--- src/common/stream_pkg.sv ---
// Beat format shared by every pipeline stage; import wherever beat fields are declared
`default_nettype none

package stream_pkg;

  // Data path width in bits
  localparam int tdata_w = 64;

  // One keep bit per data byte
  localparam int tkeep_w = tdata_w / 8;

  // User sideband width
  localparam int tuser_w = 32;

  // Gap field inside the user sideband of a first beat
  // Holds the tick distance to the next packet start
  localparam int gap_lsb = 0;
  localparam int gap_field_w = 16;

  // Field must fit within the sideband
  localparam int gap_msb = gap_lsb + gap_field_w - 1;

endpackage : stream_pkg

`default_nettype wire

--- src/common/pace_pkg.sv ---
// Timer widths and pacer state encoding; import in the pacer and at the top level
`default_nettype none

package pace_pkg;

  // Tick counter and deadline width
  // Compare is wrap-safe, so this only bounds the longest gap
  localparam int tick_w = 32;

  // Register gap value width, same as the sideband gap field
  localparam int gap_w = 16;

  // Pacer position within a packet
  //   st_header  next beat opens a packet, subject to pacing
  //   st_body    next beat continues the current packet
  typedef enum logic {
    st_header = 1'b0,
    st_body   = 1'b1
  } pace_state_e;

endpackage : pace_pkg

`default_nettype wire

--- src/hdl/ingress_buffer.sv ---
// Fall-through beat FIFO in front of the pacer; returns one upstream credit per popped beat
`default_nettype none

module ingress_buffer
  import stream_pkg::*;
#(
  parameter int ingress_depth = 8
) (
  input  logic               axi_aclk,
  input  logic               rst_n,
  // Upstream, credit based
  input  logic               s_valid,
  input  logic [tdata_w-1:0] s_data,
  input  logic [tkeep_w-1:0] s_keep,
  input  logic [tuser_w-1:0] s_user,
  input  logic               s_last,
  output logic               s_credit,
  // Buffer head toward the pacer
  output logic               head_valid,
  output logic [tdata_w-1:0] head_data,
  output logic [tkeep_w-1:0] head_keep,
  output logic [tuser_w-1:0] head_user,
  output logic               head_last,
  input  logic               head_pop
);

  localparam int ptr_w = $clog2(ingress_depth);

  // Beat storage, one array per field
  logic [tdata_w-1:0] mem_data [ingress_depth];
  logic [tkeep_w-1:0] mem_keep [ingress_depth];
  logic [tuser_w-1:0] mem_user [ingress_depth];
  logic               mem_last [ingress_depth];

  logic [ptr_w-1:0] wr_ptr;
  logic [ptr_w-1:0] rd_ptr;
  logic [ptr_w:0]   count;

  // Credit protocol guarantees a free slot on every push
  always_ff @(posedge axi_aclk) begin
    if (s_valid) begin
      mem_data[wr_ptr] <= s_data;
      mem_keep[wr_ptr] <= s_keep;
      mem_user[wr_ptr] <= s_user;
      mem_last[wr_ptr] <= s_last;
    end
  end

  // Pointers, occupancy and the credit return
  always_ff @(posedge axi_aclk) begin
    if (!rst_n) begin
      wr_ptr   <= '0;
      rd_ptr   <= '0;
      count    <= '0;
      s_credit <= 1'b0;
    end else begin
      if (s_valid) wr_ptr <= wr_ptr + 1'b1;
      if (head_pop) rd_ptr <= rd_ptr + 1'b1;
      // Simultaneous push and pop leaves occupancy unchanged
      case ({s_valid, head_pop})
        2'b10:   count <= count + 1'b1;
        2'b01:   count <= count - 1'b1;
        default: count <= count;
      endcase
      // Freed slot goes back upstream one cycle later
      s_credit <= head_pop;
    end
  end

  // Fall-through head, valid as soon as a beat is stored
  assign head_valid = (count != '0);
  assign head_data  = mem_data[rd_ptr];
  assign head_keep  = mem_keep[rd_ptr];
  assign head_user  = mem_user[rd_ptr];
  assign head_last  = mem_last[rd_ptr];

endmodule : ingress_buffer

`default_nettype wire

--- src/pacer/gap_timer.sv ---
// Tick counter and release deadline for the pacer; release_ok allows the next packet start
`default_nettype none

module gap_timer
  import pace_pkg::*;
(
  input  logic             axi_aclk,
  input  logic             rst_n,
  input  logic             sw_rst,
  // Deadline load from the pacer
  input  logic             load_gap,
  input  logic [gap_w-1:0] gap_ticks,
  // Next packet may start
  output logic             release_ok
);

  logic [tick_w-1:0] tick_cnt;
  logic [tick_w-1:0] deadline;
  logic [tick_w-1:0] tick_diff;
  logic              expired;

  // Signed distance from deadline, wraps cleanly
  assign tick_diff = tick_cnt - deadline;

  // Sticky once reached, so a long idle period cannot wrap back to blocked
  assign release_ok = expired | ~tick_diff[tick_w-1];

  always_ff @(posedge axi_aclk) begin
    if (!rst_n || sw_rst) begin
      tick_cnt <= '0;
      deadline <= '0;
      expired  <= 1'b0;
    end else begin
      // Free-running, one tick per clock
      tick_cnt <= tick_cnt + 1'b1;
      if (load_gap) begin
        // Gap measured from the start of the current packet
        deadline <= tick_cnt + tick_w'(gap_ticks);
        expired  <= 1'b0;
      end else if (!tick_diff[tick_w-1]) begin
        expired <= 1'b1;
      end
    end
  end

endmodule : gap_timer

`default_nettype wire

--- src/pacer/pacer_fsm.sv ---
// Second stage: moves beats from buffer head to egress, holding packet starts until the gap ends
`default_nettype none

module pacer_fsm
  import stream_pkg::*;
  import pace_pkg::*;
(
  input  logic               axi_aclk,
  input  logic               rst_n,
  input  logic               sw_rst,
  // Pacing controls
  input  logic               ipd_en,
  input  logic               use_reg_val,
  input  logic [gap_w-1:0]   delay_reg_val,
  // Buffer head
  input  logic               head_valid,
  input  logic [tdata_w-1:0] head_data,
  input  logic [tkeep_w-1:0] head_keep,
  input  logic [tuser_w-1:0] head_user,
  input  logic               head_last,
  output logic               head_pop,
  // Toward egress
  output logic               out_valid,
  output logic [tdata_w-1:0] out_data,
  output logic [tkeep_w-1:0] out_keep,
  output logic [tuser_w-1:0] out_user,
  output logic               out_last,
  input  logic               out_ready
);

  pace_state_e state;

  logic             beat_ok;
  logic             load_gap;
  logic [gap_w-1:0] gap_ticks;
  logic             release_ok;

  // Deadline tracking for packet starts
  gap_timer u_gap_timer (
    .axi_aclk   (axi_aclk),
    .rst_n      (rst_n),
    .sw_rst     (sw_rst),
    .load_gap   (load_gap),
    .gap_ticks  (gap_ticks),
    .release_ok (release_ok)
  );

  // First beat waits for the deadline unless pacing is off
  // Body beats only need egress credit
  always_comb begin
    if (state == st_header) begin
      beat_ok = release_ok || !ipd_en;
    end else begin
      beat_ok = 1'b1;
    end
  end

  // Offer and pop in the same cycle, so the head is never copied
  assign out_valid = head_valid && beat_ok;
  assign head_pop  = out_valid && out_ready;

  // Beats forwarded unchanged
  assign out_data = head_data;
  assign out_keep = head_keep;
  assign out_user = head_user;
  assign out_last = head_last;

  // Gap for the next packet, taken from the first beat or the register
  assign gap_ticks = use_reg_val ? delay_reg_val : head_user[gap_msb:gap_lsb];

  // Arm the deadline only on a paced packet start
  assign load_gap = head_pop && ipd_en && (state == st_header);

  always_ff @(posedge axi_aclk) begin
    if (!rst_n || sw_rst) begin
      state <= st_header;
    end else if (head_pop) begin
      // Last beat closes the packet, anything else continues it
      if (head_last) begin
        state <= st_header;
      end else begin
        state <= st_body;
      end
    end
  end

endmodule : pacer_fsm

`default_nettype wire

--- src/hdl/credit_egress.sv ---
// Third stage: output register and downstream credit count; drives the m_ strobe interface
`default_nettype none

module credit_egress
  import stream_pkg::*;
#(
  parameter int egress_credit_w = 4
) (
  input  logic               axi_aclk,
  input  logic               rst_n,
  // From the pacer
  input  logic               out_valid,
  input  logic [tdata_w-1:0] out_data,
  input  logic [tkeep_w-1:0] out_keep,
  input  logic [tuser_w-1:0] out_user,
  input  logic               out_last,
  output logic               out_ready,
  // Downstream, credit based, no ready
  output logic               m_valid,
  output logic [tdata_w-1:0] m_data,
  output logic [tkeep_w-1:0] m_keep,
  output logic [tuser_w-1:0] m_user,
  output logic               m_last,
  input  logic               m_credit
);

  logic [egress_credit_w-1:0] credit_cnt;
  logic                       xfer;

  // Output register reloads every cycle, so a credit is the only condition
  assign out_ready = (credit_cnt != '0);
  assign xfer      = out_valid && out_ready;

  // Credit count and beat strobe
  always_ff @(posedge axi_aclk) begin
    if (!rst_n) begin
      credit_cnt <= '0;
      m_valid    <= 1'b0;
    end else begin
      // Grant and spend in one cycle cancel out
      case ({m_credit, xfer})
        2'b10:   credit_cnt <= credit_cnt + 1'b1;
        2'b01:   credit_cnt <= credit_cnt - 1'b1;
        default: credit_cnt <= credit_cnt;
      endcase
      // One strobe per transferred beat
      m_valid <= xfer;
    end
  end

  // Payload held until the next transfer
  always_ff @(posedge axi_aclk) begin
    if (xfer) begin
      m_data <= out_data;
      m_keep <= out_keep;
      m_user <= out_user;
      m_last <= out_last;
    end
  end

endmodule : credit_egress

`default_nettype wire

--- src/hdl/pkt_pacer_top.sv ---
// Packet pacer top level: ingress buffer, pacer and credit egress in a three-stage pipeline
`default_nettype none

module pkt_pacer_top
  import stream_pkg::*;
  import pace_pkg::*;
#(
  parameter int ingress_depth   = 8,
  parameter int egress_credit_w = 4
) (
  input  logic               axi_aclk,
  input  logic               rst_n,
  input  logic               sw_rst,
  input  logic               ipd_en,
  input  logic               use_reg_val,
  input  logic [gap_w-1:0]   delay_reg_val,
  // Upstream
  input  logic               s_valid,
  input  logic [tdata_w-1:0] s_data,
  input  logic [tkeep_w-1:0] s_keep,
  input  logic [tuser_w-1:0] s_user,
  input  logic               s_last,
  output logic               s_credit,
  // Downstream
  output logic               m_valid,
  output logic [tdata_w-1:0] m_data,
  output logic [tkeep_w-1:0] m_keep,
  output logic [tuser_w-1:0] m_user,
  output logic               m_last,
  input  logic               m_credit
);

  // Buffer head
  logic               head_valid;
  logic [tdata_w-1:0] head_data;
  logic [tkeep_w-1:0] head_keep;
  logic [tuser_w-1:0] head_user;
  logic               head_last;
  logic               head_pop;

  // Pacer to egress
  logic               out_valid;
  logic [tdata_w-1:0] out_data;
  logic [tkeep_w-1:0] out_keep;
  logic [tuser_w-1:0] out_user;
  logic               out_last;
  logic               out_ready;

  ingress_buffer #(
    .ingress_depth (ingress_depth)
  ) u_ingress (
    .axi_aclk   (axi_aclk),
    .rst_n      (rst_n),
    .s_valid    (s_valid),
    .s_data     (s_data),
    .s_keep     (s_keep),
    .s_user     (s_user),
    .s_last     (s_last),
    .s_credit   (s_credit),
    .head_valid (head_valid),
    .head_data  (head_data),
    .head_keep  (head_keep),
    .head_user  (head_user),
    .head_last  (head_last),
    .head_pop   (head_pop)
  );

  pacer_fsm u_pacer (
    .axi_aclk      (axi_aclk),
    .rst_n         (rst_n),
    .sw_rst        (sw_rst),
    .ipd_en        (ipd_en),
    .use_reg_val   (use_reg_val),
    .delay_reg_val (delay_reg_val),
    .head_valid    (head_valid),
    .head_data     (head_data),
    .head_keep     (head_keep),
    .head_user     (head_user),
    .head_last     (head_last),
    .head_pop      (head_pop),
    .out_valid     (out_valid),
    .out_data      (out_data),
    .out_keep      (out_keep),
    .out_user      (out_user),
    .out_last      (out_last),
    .out_ready     (out_ready)
  );

  credit_egress #(
    .egress_credit_w (egress_credit_w)
  ) u_egress (
    .axi_aclk  (axi_aclk),
    .rst_n     (rst_n),
    .out_valid (out_valid),
    .out_data  (out_data),
    .out_keep  (out_keep),
    .out_user  (out_user),
    .out_last  (out_last),
    .out_ready (out_ready),
    .m_valid   (m_valid),
    .m_data    (m_data),
    .m_keep    (m_keep),
    .m_user    (m_user),
    .m_last    (m_last),
    .m_credit  (m_credit)
  );

endmodule : pkt_pacer_top

`default_nettype wire

--- config.mk ---
export PLATFORM = sky130hd
export DESIGN_NAME = pkt_pacer_top
export DESIGN_NICKNAME = d
export VERILOG_FILES = /design/src/common/stream_pkg.sv /design/src/common/pace_pkg.sv /design/src/hdl/ingress_buffer.sv /design/src/pacer/gap_timer.sv /design/src/pacer/pacer_fsm.sv /design/src/hdl/credit_egress.sv /design/src/hdl/pkt_pacer_top.sv
export SDC_FILE = /design/constraint.sdc
export NUM_CORES = 1
export LEC_CHECK = 0
export BUFFER_PORTS_ARGS = -buffer_cell sky130_fd_sc_hd__buf_2
export CAP_MARGIN = 25
export CORE_MARGIN = 2
export CORE_UTILIZATION = 63
export CTS_BUF_LIST = sky130_fd_sc_hd__clkbuf_2
export DETAILED_ROUTE_END_ITERATION = 8
export PLACE_DENSITY_LB_ADDON = 0.2
export REMOVE_ABC_BUFFERS = 1
export SLEW_MARGIN = 0
export SYNTH_ARGS = -nofsm -noshare
export SYNTH_HDL_FRONTEND = slang
export SYNTH_SLANG_ARGS = --single-unit
--- constraint.sdc ---
create_clock -name axi_aclk -period 12.3 [get_ports axi_aclk]
set_input_delay 2.46 -clock axi_aclk [delete_from_list [all_inputs] [get_ports axi_aclk]]
set_output_delay 2.46 -clock axi_aclk [all_outputs]
set_load 0.02 [all_outputs]
==> results of run 1 <==
-- final timing paths --
check / slack [ns] / cells after the start / to
worst max-delay path: 7.34 / 14 / u_pacer.u_gap_timer.deadline[26]
worst min register to register: 0.48 / 2 / u_pacer.u_gap_timer.deadline[14]
worst max register to register: 7.34 / 14 / u_pacer.u_gap_timer.deadline[26]
worst min-delay path: 0.48 / 2 / u_pacer.u_gap_timer.deadline[14]
-- metal layers --
metal,global-route usage (%),share of wire [%]
met5,0,0.14
met4,9.16,2.5
met3,7.03,6.7
met2,40.6,51
met1,32.7,40
-- kinds of logic after synthesis --
group | share of synthesized area, %
DFF | 75.0
xor gates and xnor gates | 1.18
buffers and inverters | 1.28
AOI/OAI and AO/OA | 2.38
adders and majority gates | 1.77
muxes | 15.6
and+or+nand+nor | 2.80
-- flip-flops by register name, indices dropped and copies added, names as in the netlist, named ones only --
name                          cells
u_ingress.mem_keep               64
u_egress.m_keep                   8
u_pacer.u_gap_timer.deadline     32
u_ingress.mem_data              512
u_egress.m_data                  64
u_ingress.mem_user              256
u_egress.m_last                   1
u_ingress.count                   4
u_ingress.rd_ptr                  3
u_egress.m_valid                  1
u_pacer.u_gap_timer.expired       1
u_ingress.wr_ptr                  3
u_pacer.state                     1
u_egress.m_user                  32
u_egress.credit_cnt               4
u_ingress.mem_last                8
u_pacer.u_gap_timer.tick_cnt     32
-- through the flow --
step	setup slack, ns	hold WS [ns]	cell area, um^2
5_1_grt	6.90	0.504	44500
3_3_place_gp	6.64	0.464	42300
2_1_floorplan	1.95	0.445	39800
6_report	7.34	0.485	44500
3_5_place_dp	6.62	0.469	42300
4_1_cts	7.10	0.486	44500
-- final cells by class --
type / count / area, um^2 / area share (%)
diodes: 11 / 27.5 / 0.0618
flip-flops and latches: 1029 / 30100 / 67.6
clock buffers: 363 / 1820 / 4.08
repair buffers: 264 / 1470 / 3.31
clock inverters: 59 / 308 / 0.691
inverters: 46 / 173 / 0.388
multi-input cells: 829 / 9580 / 21.5
well taps: 846 / 1060 / 2.38
-- worst max-delay path: stages (launching register included) --
cell,delay (ns)
dfxtp_4,0.58
buf_4,0.46
buf_16,0.30
mux4_2,0.54
mux2_2,0.32
mux2_2,0.28
ha_1,0.35
a21o_1,0.22
a21oi_1,0.23
a21oi_1,0.13
nor4_1,0.75
nor3_1,0.23
nand2_1,0.14
xor2_1,0.19
a21oi_2,0.08
-- power by group through the flow --
stage	clock network, W	logic [W]	registers [W]
2_1_floorplan	0	0.00114	0.00482
3_3_place_gp	0	0.00191	0.00443
3_5_place_dp	0	0.00194	0.00444
4_1_cts	0.00215	0.00195	0.00437
5_1_grt	0.00232	0.00207	0.00440
6_report	0.00207	0.00193	0.00436
-- layout by cell type, fill, tap and decap left out, drive strengths merged, types with 5 or more instances in the layout --
cell    netlist  routed
nand3        18      18
buf          31     264
a21o          6       6
mux2i        18      18
nor4          5       5
clkinv        0      51
edfxtp      945     945
nand3b        8       8
nor2         79      79
nor3         11      11
inv          46      50
nand2        45      45
nand4         9       9
mux2        120     120
clkbuf       47     363
xnor2        24      24
xor2         30      30
diode         0      11
mux4        210     210
and4          8       8
or3          14      14
and3          7       7
a21oi        59      59
dfxtp        84      84
ha           55      55
o21ai        49      49
nand2b        9       9
==> results.md, run 1 <==
* Outcome: complete, no violations
* Maximum buffer depth of the clock tree at 3
* Yosys warns at 0
* Synthesized flop and latch total at 1029
* Top cells by area, synth: edfxtp_1 71%, mux4_2 12%, dfxtp_1 4.2%
* Setup Skew at 0.0990 ns
* Max-slew headroom at the worst pin at 28.2%
* Hold_buf cts at 0
* RSZ-0062 raised after global routing: false
* Cell count after synthesis at 1982
* # rows at 92
* Switching power at 0.00248 W
* CP required at 13.53 ns
* CP endpoint kind: register
* Total grt overflow at 0
* Detail Route Antenna Nets at 0
* TritonCTS clock tree: done
* Top cell type's share of synthesized area at 70.8%
* Final period util at 40.3%
* DPL Wire Length at 43.9 mm
* EDFF count, synth at 945
* Clock net sink count at 1029
* Worst-Margin Slew at 1.08 ns
* Share of layout cells above drive strength 1 at 39.2%
* Max Freq at 202 MHz
* Switching share of power at 29.7%
* Top-count cell post-synth: edfxtp_1
* Internal at 0.00588 W
* Share of power burned in registers at 52.2%
* Clk root buf: clkbuf_2
* Largest net degree at the start of global routing at 111
* Vias in the first global route at 21500
* P_leak at 14.9 nW
* Synthesized area per cell at 20.2 um^2
* Max IR drop VDD at 0.162 mV
* Final Instance Count excl. Fillers at 3447
* CP Max Fanout at 31
* Vias per cell at 5.89
* Synthesized cell area at 0.0401 mm^2
* CP Launch Type: register
* Die Y at 256 um
* Hold crit path type: reg -> reg
* Setup TNS at 0 ns
* Fraction of registers with async set/reset at 0%
* Initial antenna violation count at 21
* Number of filler instances in the final layout at 4046
* Dpl cells at 3012
* Final core utilization at 70.7%
* Post-cts resize count at 0
* Hold Startpoint: u_pacer.u_gap_timer.deadline[14]
* Max-slew violations at 0
* Post-CTS setup-driven buffer insertion count at 0
* Cell Pwr Density at 188 mW/mm^2
* Core area at 0.0630 mm^2
* CP arrival at 6.19 ns
* Most common library cells after synthesis: 945 x edfxtp_1, 210 x mux4_2, 120 x mux2_2
* Area grow syn2layout at 11.0%
* Clk network pwr share at 24.8%
* Clock-pin transition on the worst setup and hold timing paths at 0.10 ns
* WL/cell at 23.2 um
* Final WL at 80.0 mm
* DRC viols at 0
* H-tree depth at 4
* Via count at 20300
* IO buf count at 234
* Final setup viols at 0
* Iter 0 DRT Violations at 1720
* Worst skew pair latency at 1.38 ns
* Worst setup path class: reg -> reg
* Biggest area consumer among synthesized cells: edfxtp_1
* Max-cap violations at 0
* Num CTS Buffers at 234
* Tot Pwr at 0.00836 W
* Main synth FF type: edfxtp_1
* First-pass GRT wire length at 123 mm
* Die ar. at 0.0657 mm^2
* First drt pass iteration count at 5
* Nets at 2588
* Starting Density at 63.7%
* IO Pins at 235
* Count of cell types in the netlist at 65
* Final Hold Viols at 0
* All-Layer GR Usage at 25.0%
* Register area share after synthesis at 75.0%
* GP Congestion at 0.854
* Die X at 256 um
* Combinational share of power at 23.1%
* Post-route minimum period at 4.96 ns
Power figures use the tool's default switching activity.
==> inputs of run 2 (changes only) <==
Settings changed: ABC_AREA set to 1.
Clock period 12.3 ns to 5.14 ns, I/O delays scaled along.
==> run 2 against run 1 <==
First-iteration DRC count grew 56%. Worst hold slack worse by 0.21 ns. Non-clock buffer count up 118. Register-to-register slack lost 6.6 ns. Combinational power rose to 3.0 times the previous value. Critical endpoint is now u_pacer.u_gap_timer.deadline[28]. Cell area grew 4.9%. Count of clock-buffer cells in the layout is 7 lower. Final cell count grew 43%. Clock power grew 150%. Sequential share of layout area decreased by 3.2 points.
==> results.md, run 2 <==
* DRC viols at 0
* Yosys warns at 0
* H-tree depth at 4
* GP Congestion at 0.890
* Initial antenna violation count at 10
* Hold_ws at 0.277 ns
* Top reg by flops: u_ingress.mem_data
* DPL Wire Length at 52.1 mm
* All-Layer GR Usage at 28.7%
* Iter 0 DRT Violations at 2690
* IO Pins at 235
* # rows at 93
* Share of layout cells above drive strength 1 at 17.0%
* Nets at 4059
* Vias in the first global route at 28200
* Top cells by area, synth: edfxtp_1 69%, nor2_1 8.0%, o21ai_0 5.4%
* Worst-Margin Slew at 1.09 ns
* Worst skew pair latency at 1.47 ns
* EDFF count, synth at 945
* Hold crit path type: in -> reg
* Outcome: complete, no violations
* CP Max Fanout at 100
* Max-slew violations at 0
* Synthesized flop and latch total at 1029
* Vias per cell at 5.74
* RSZ-0062 raised after global routing: false
* Top flop regs: u_ingress.mem_data: 512 flops, u_ingress.mem_user: 256 flops
* Clock-pin transition on the worst setup and hold timing paths at 0.11 ns
* P_leak at 17.3 nW
* Tot Pwr at 0.0215 W
* Post-cts resize count at 0
* Synthesized cell area at 0.0413 mm^2
* Placed Area at 0.0433 mm^2
* Post-route minimum period at 4.38 ns
* Register area share after synthesis at 72.7%
* Starting Density at 63.9%
* Die ar. at 0.0677 mm^2
* Die X at 260 um
* Cell Pwr Density at 460 mW/mm^2
* Num CTS Buffers at 237
* Count of cell types in the netlist at 43
* Max-slew headroom at the worst pin at 27.3%
* Via count at 28300
* Top-count cell post-synth: edfxtp_1
* Post-route cell area at 0.0467 mm^2
* CP Launch Type: register
* Most common cell after layout, fill and taps aside: edfxtp_1
* Main synth FF type: edfxtp_1
* Clock net sink count at 1029
* First drt pass iteration count at 5
* Max IR drop VDD at 0.523 mV
* Most frequent cells in the layout: 945 x edfxtp_1, 868 x nor2_1, 446 x o21ai_0
* Area grow syn2layout at 13.0%
* TritonCTS clock tree: done
* CP required at 6.44 ns
* IO buf count at 234
* Most common library cells after synthesis: 945 x edfxtp_1, 877 x nor2_1, 446 x o21ai_0
* Maximum buffer depth of the clock tree at 3
* Total grt overflow at 0
* Final WL at 97.2 mm
* Biggest area consumer among synthesized cells: edfxtp_1
* Clk root buf: clkbuf_2
* First-pass GRT wire length at 149 mm
* Top cell type's share of synthesized area at 68.6%
* Max reg flops at 512
* CP endpoint kind: register
* Final Hold Viols at 0
* Hold_buf cts at 111
* Core area at 0.0647 mm^2
* Detail Route Antenna Nets at 0
* Setup Skew at 0.0839 ns
* WL/cell at 19.7 um
* Final core utilization at 72.2%
* CP arrival at 5.69 ns
* Final period util at 85.3%
* Fraction of registers with async set/reset at 0%
* Max-cap violations at 0
* Synthesized area per cell at 12.1 um^2
* Post-CTS setup-driven buffer insertion count at 0
* Worst setup path class: reg -> reg
* Die Y at 260 um
* Largest net degree at the start of global routing at 225
* Final setup viols at 0
* Cell count after synthesis at 3429
* Max Freq at 228 MHz
* Number of filler instances in the final layout at 4404
[run 2: cell count changes after synthesis, sizes merged, moves of 40 or more]
cell    change
a31oi     +101
buf        +40
clkbuf     +57
inv       +105
mux2      -120
mux4      -210
nand2     +234
nor2      +803
o21ai     +402
o22ai     +107
[run 2: power by group]
part | switching [W] | internal, W
combinational | 0.00409 | 0.00161
clock | 0.00314 | 0.00203
sequential | 0.000392 | 0.0102
total | 0.00762 | 0.0139
[run 2: metal layers]
metal | up-vias | track usage [%] | wire (um)
met5 | - | 0 | 55
met4 | 8 | 11.8 | 2430
met3 | 187 | 6.34 | 7880
met2 | 1277 | 47.9 | 48500
met1 | 13600 | 36.8 | 38400
li1 | 13200 | - | -
[run 2: per-stage QoR]
stage	std cells	worst slack, ns	TNS, ns
after global routing	4931	0.415	0
after CTS	4922	0.788	0
after detailed placement	4379	0.873	0
final	4934	0.756	0
after global placement	4378	0.947	0
after floorplan	3254	-4.61	-1263.35
[run 2: path summary, 6_finish.rpt]
kind                                                          to  slack [ns]                from  depth (start not counted)
worst max-delay path            u_pacer.u_gap_timer.deadline[28]        0.76            register                         17
worst min-delay path                      u_egress.credit_cnt[2]        0.28            m_credit                          5
worst max register to register  u_pacer.u_gap_timer.deadline[28]        0.76            register                         17
worst min register to register                u_ingress.count[3]        0.48  u_ingress.count[3]                          2
[run 2: cell families (layout without fill, tap and decap cells)]
| kind of cell | Yosys count | count (layout) | synth area share, % |
|---|---|---|---|
| and+or+nand+nor | 1241 | 1241 | 11.9 |
| DFF | 1029 | 1029 | 72.7 |
| AOI/OAI and AO/OA | 734 | 734 | 9.64 |
| buffers and inverters | 328 | 967 | 3.20 |
| adders and majority gates | 56 | 56 | 1.71 |
| xor gates and xnor gates | 41 | 41 | 0.869 |
| other | 0 | 11 | 0 |
[run 2: area by class of cell]
class,instances,area (um^2),share of cell area [%]
multi-input combinational,2072,10000,21.5
clock buffer,356,1780,3.81
tap,855,1070,2.29
timing repair buffer,382,2710,5.81
antenna,11,27.5,0.0589
sequential,1029,30100,64.4
clock inverter,76,434,0.929
inverter,153,591,1.26
[run 2: worst max-delay path, cell delays in order (launching register included)]
cell and delay [ns]:
dfxtp_4 0.59, buf_4 0.84, o21ai_0 0.21, o22ai_1 0.21, inv_1 0.06, o21ai_1 0.16
or2_2 0.13, o21ai_1 0.09, fa_1 0.46, o21ai_0 0.37, nand2_1 0.09, nand2_1 0.15
nand4_1 0.09, o21ai_0 0.23, nand2_1 0.12, xor2_1 0.16, nor2_1 0.10, nor2_1 0.07
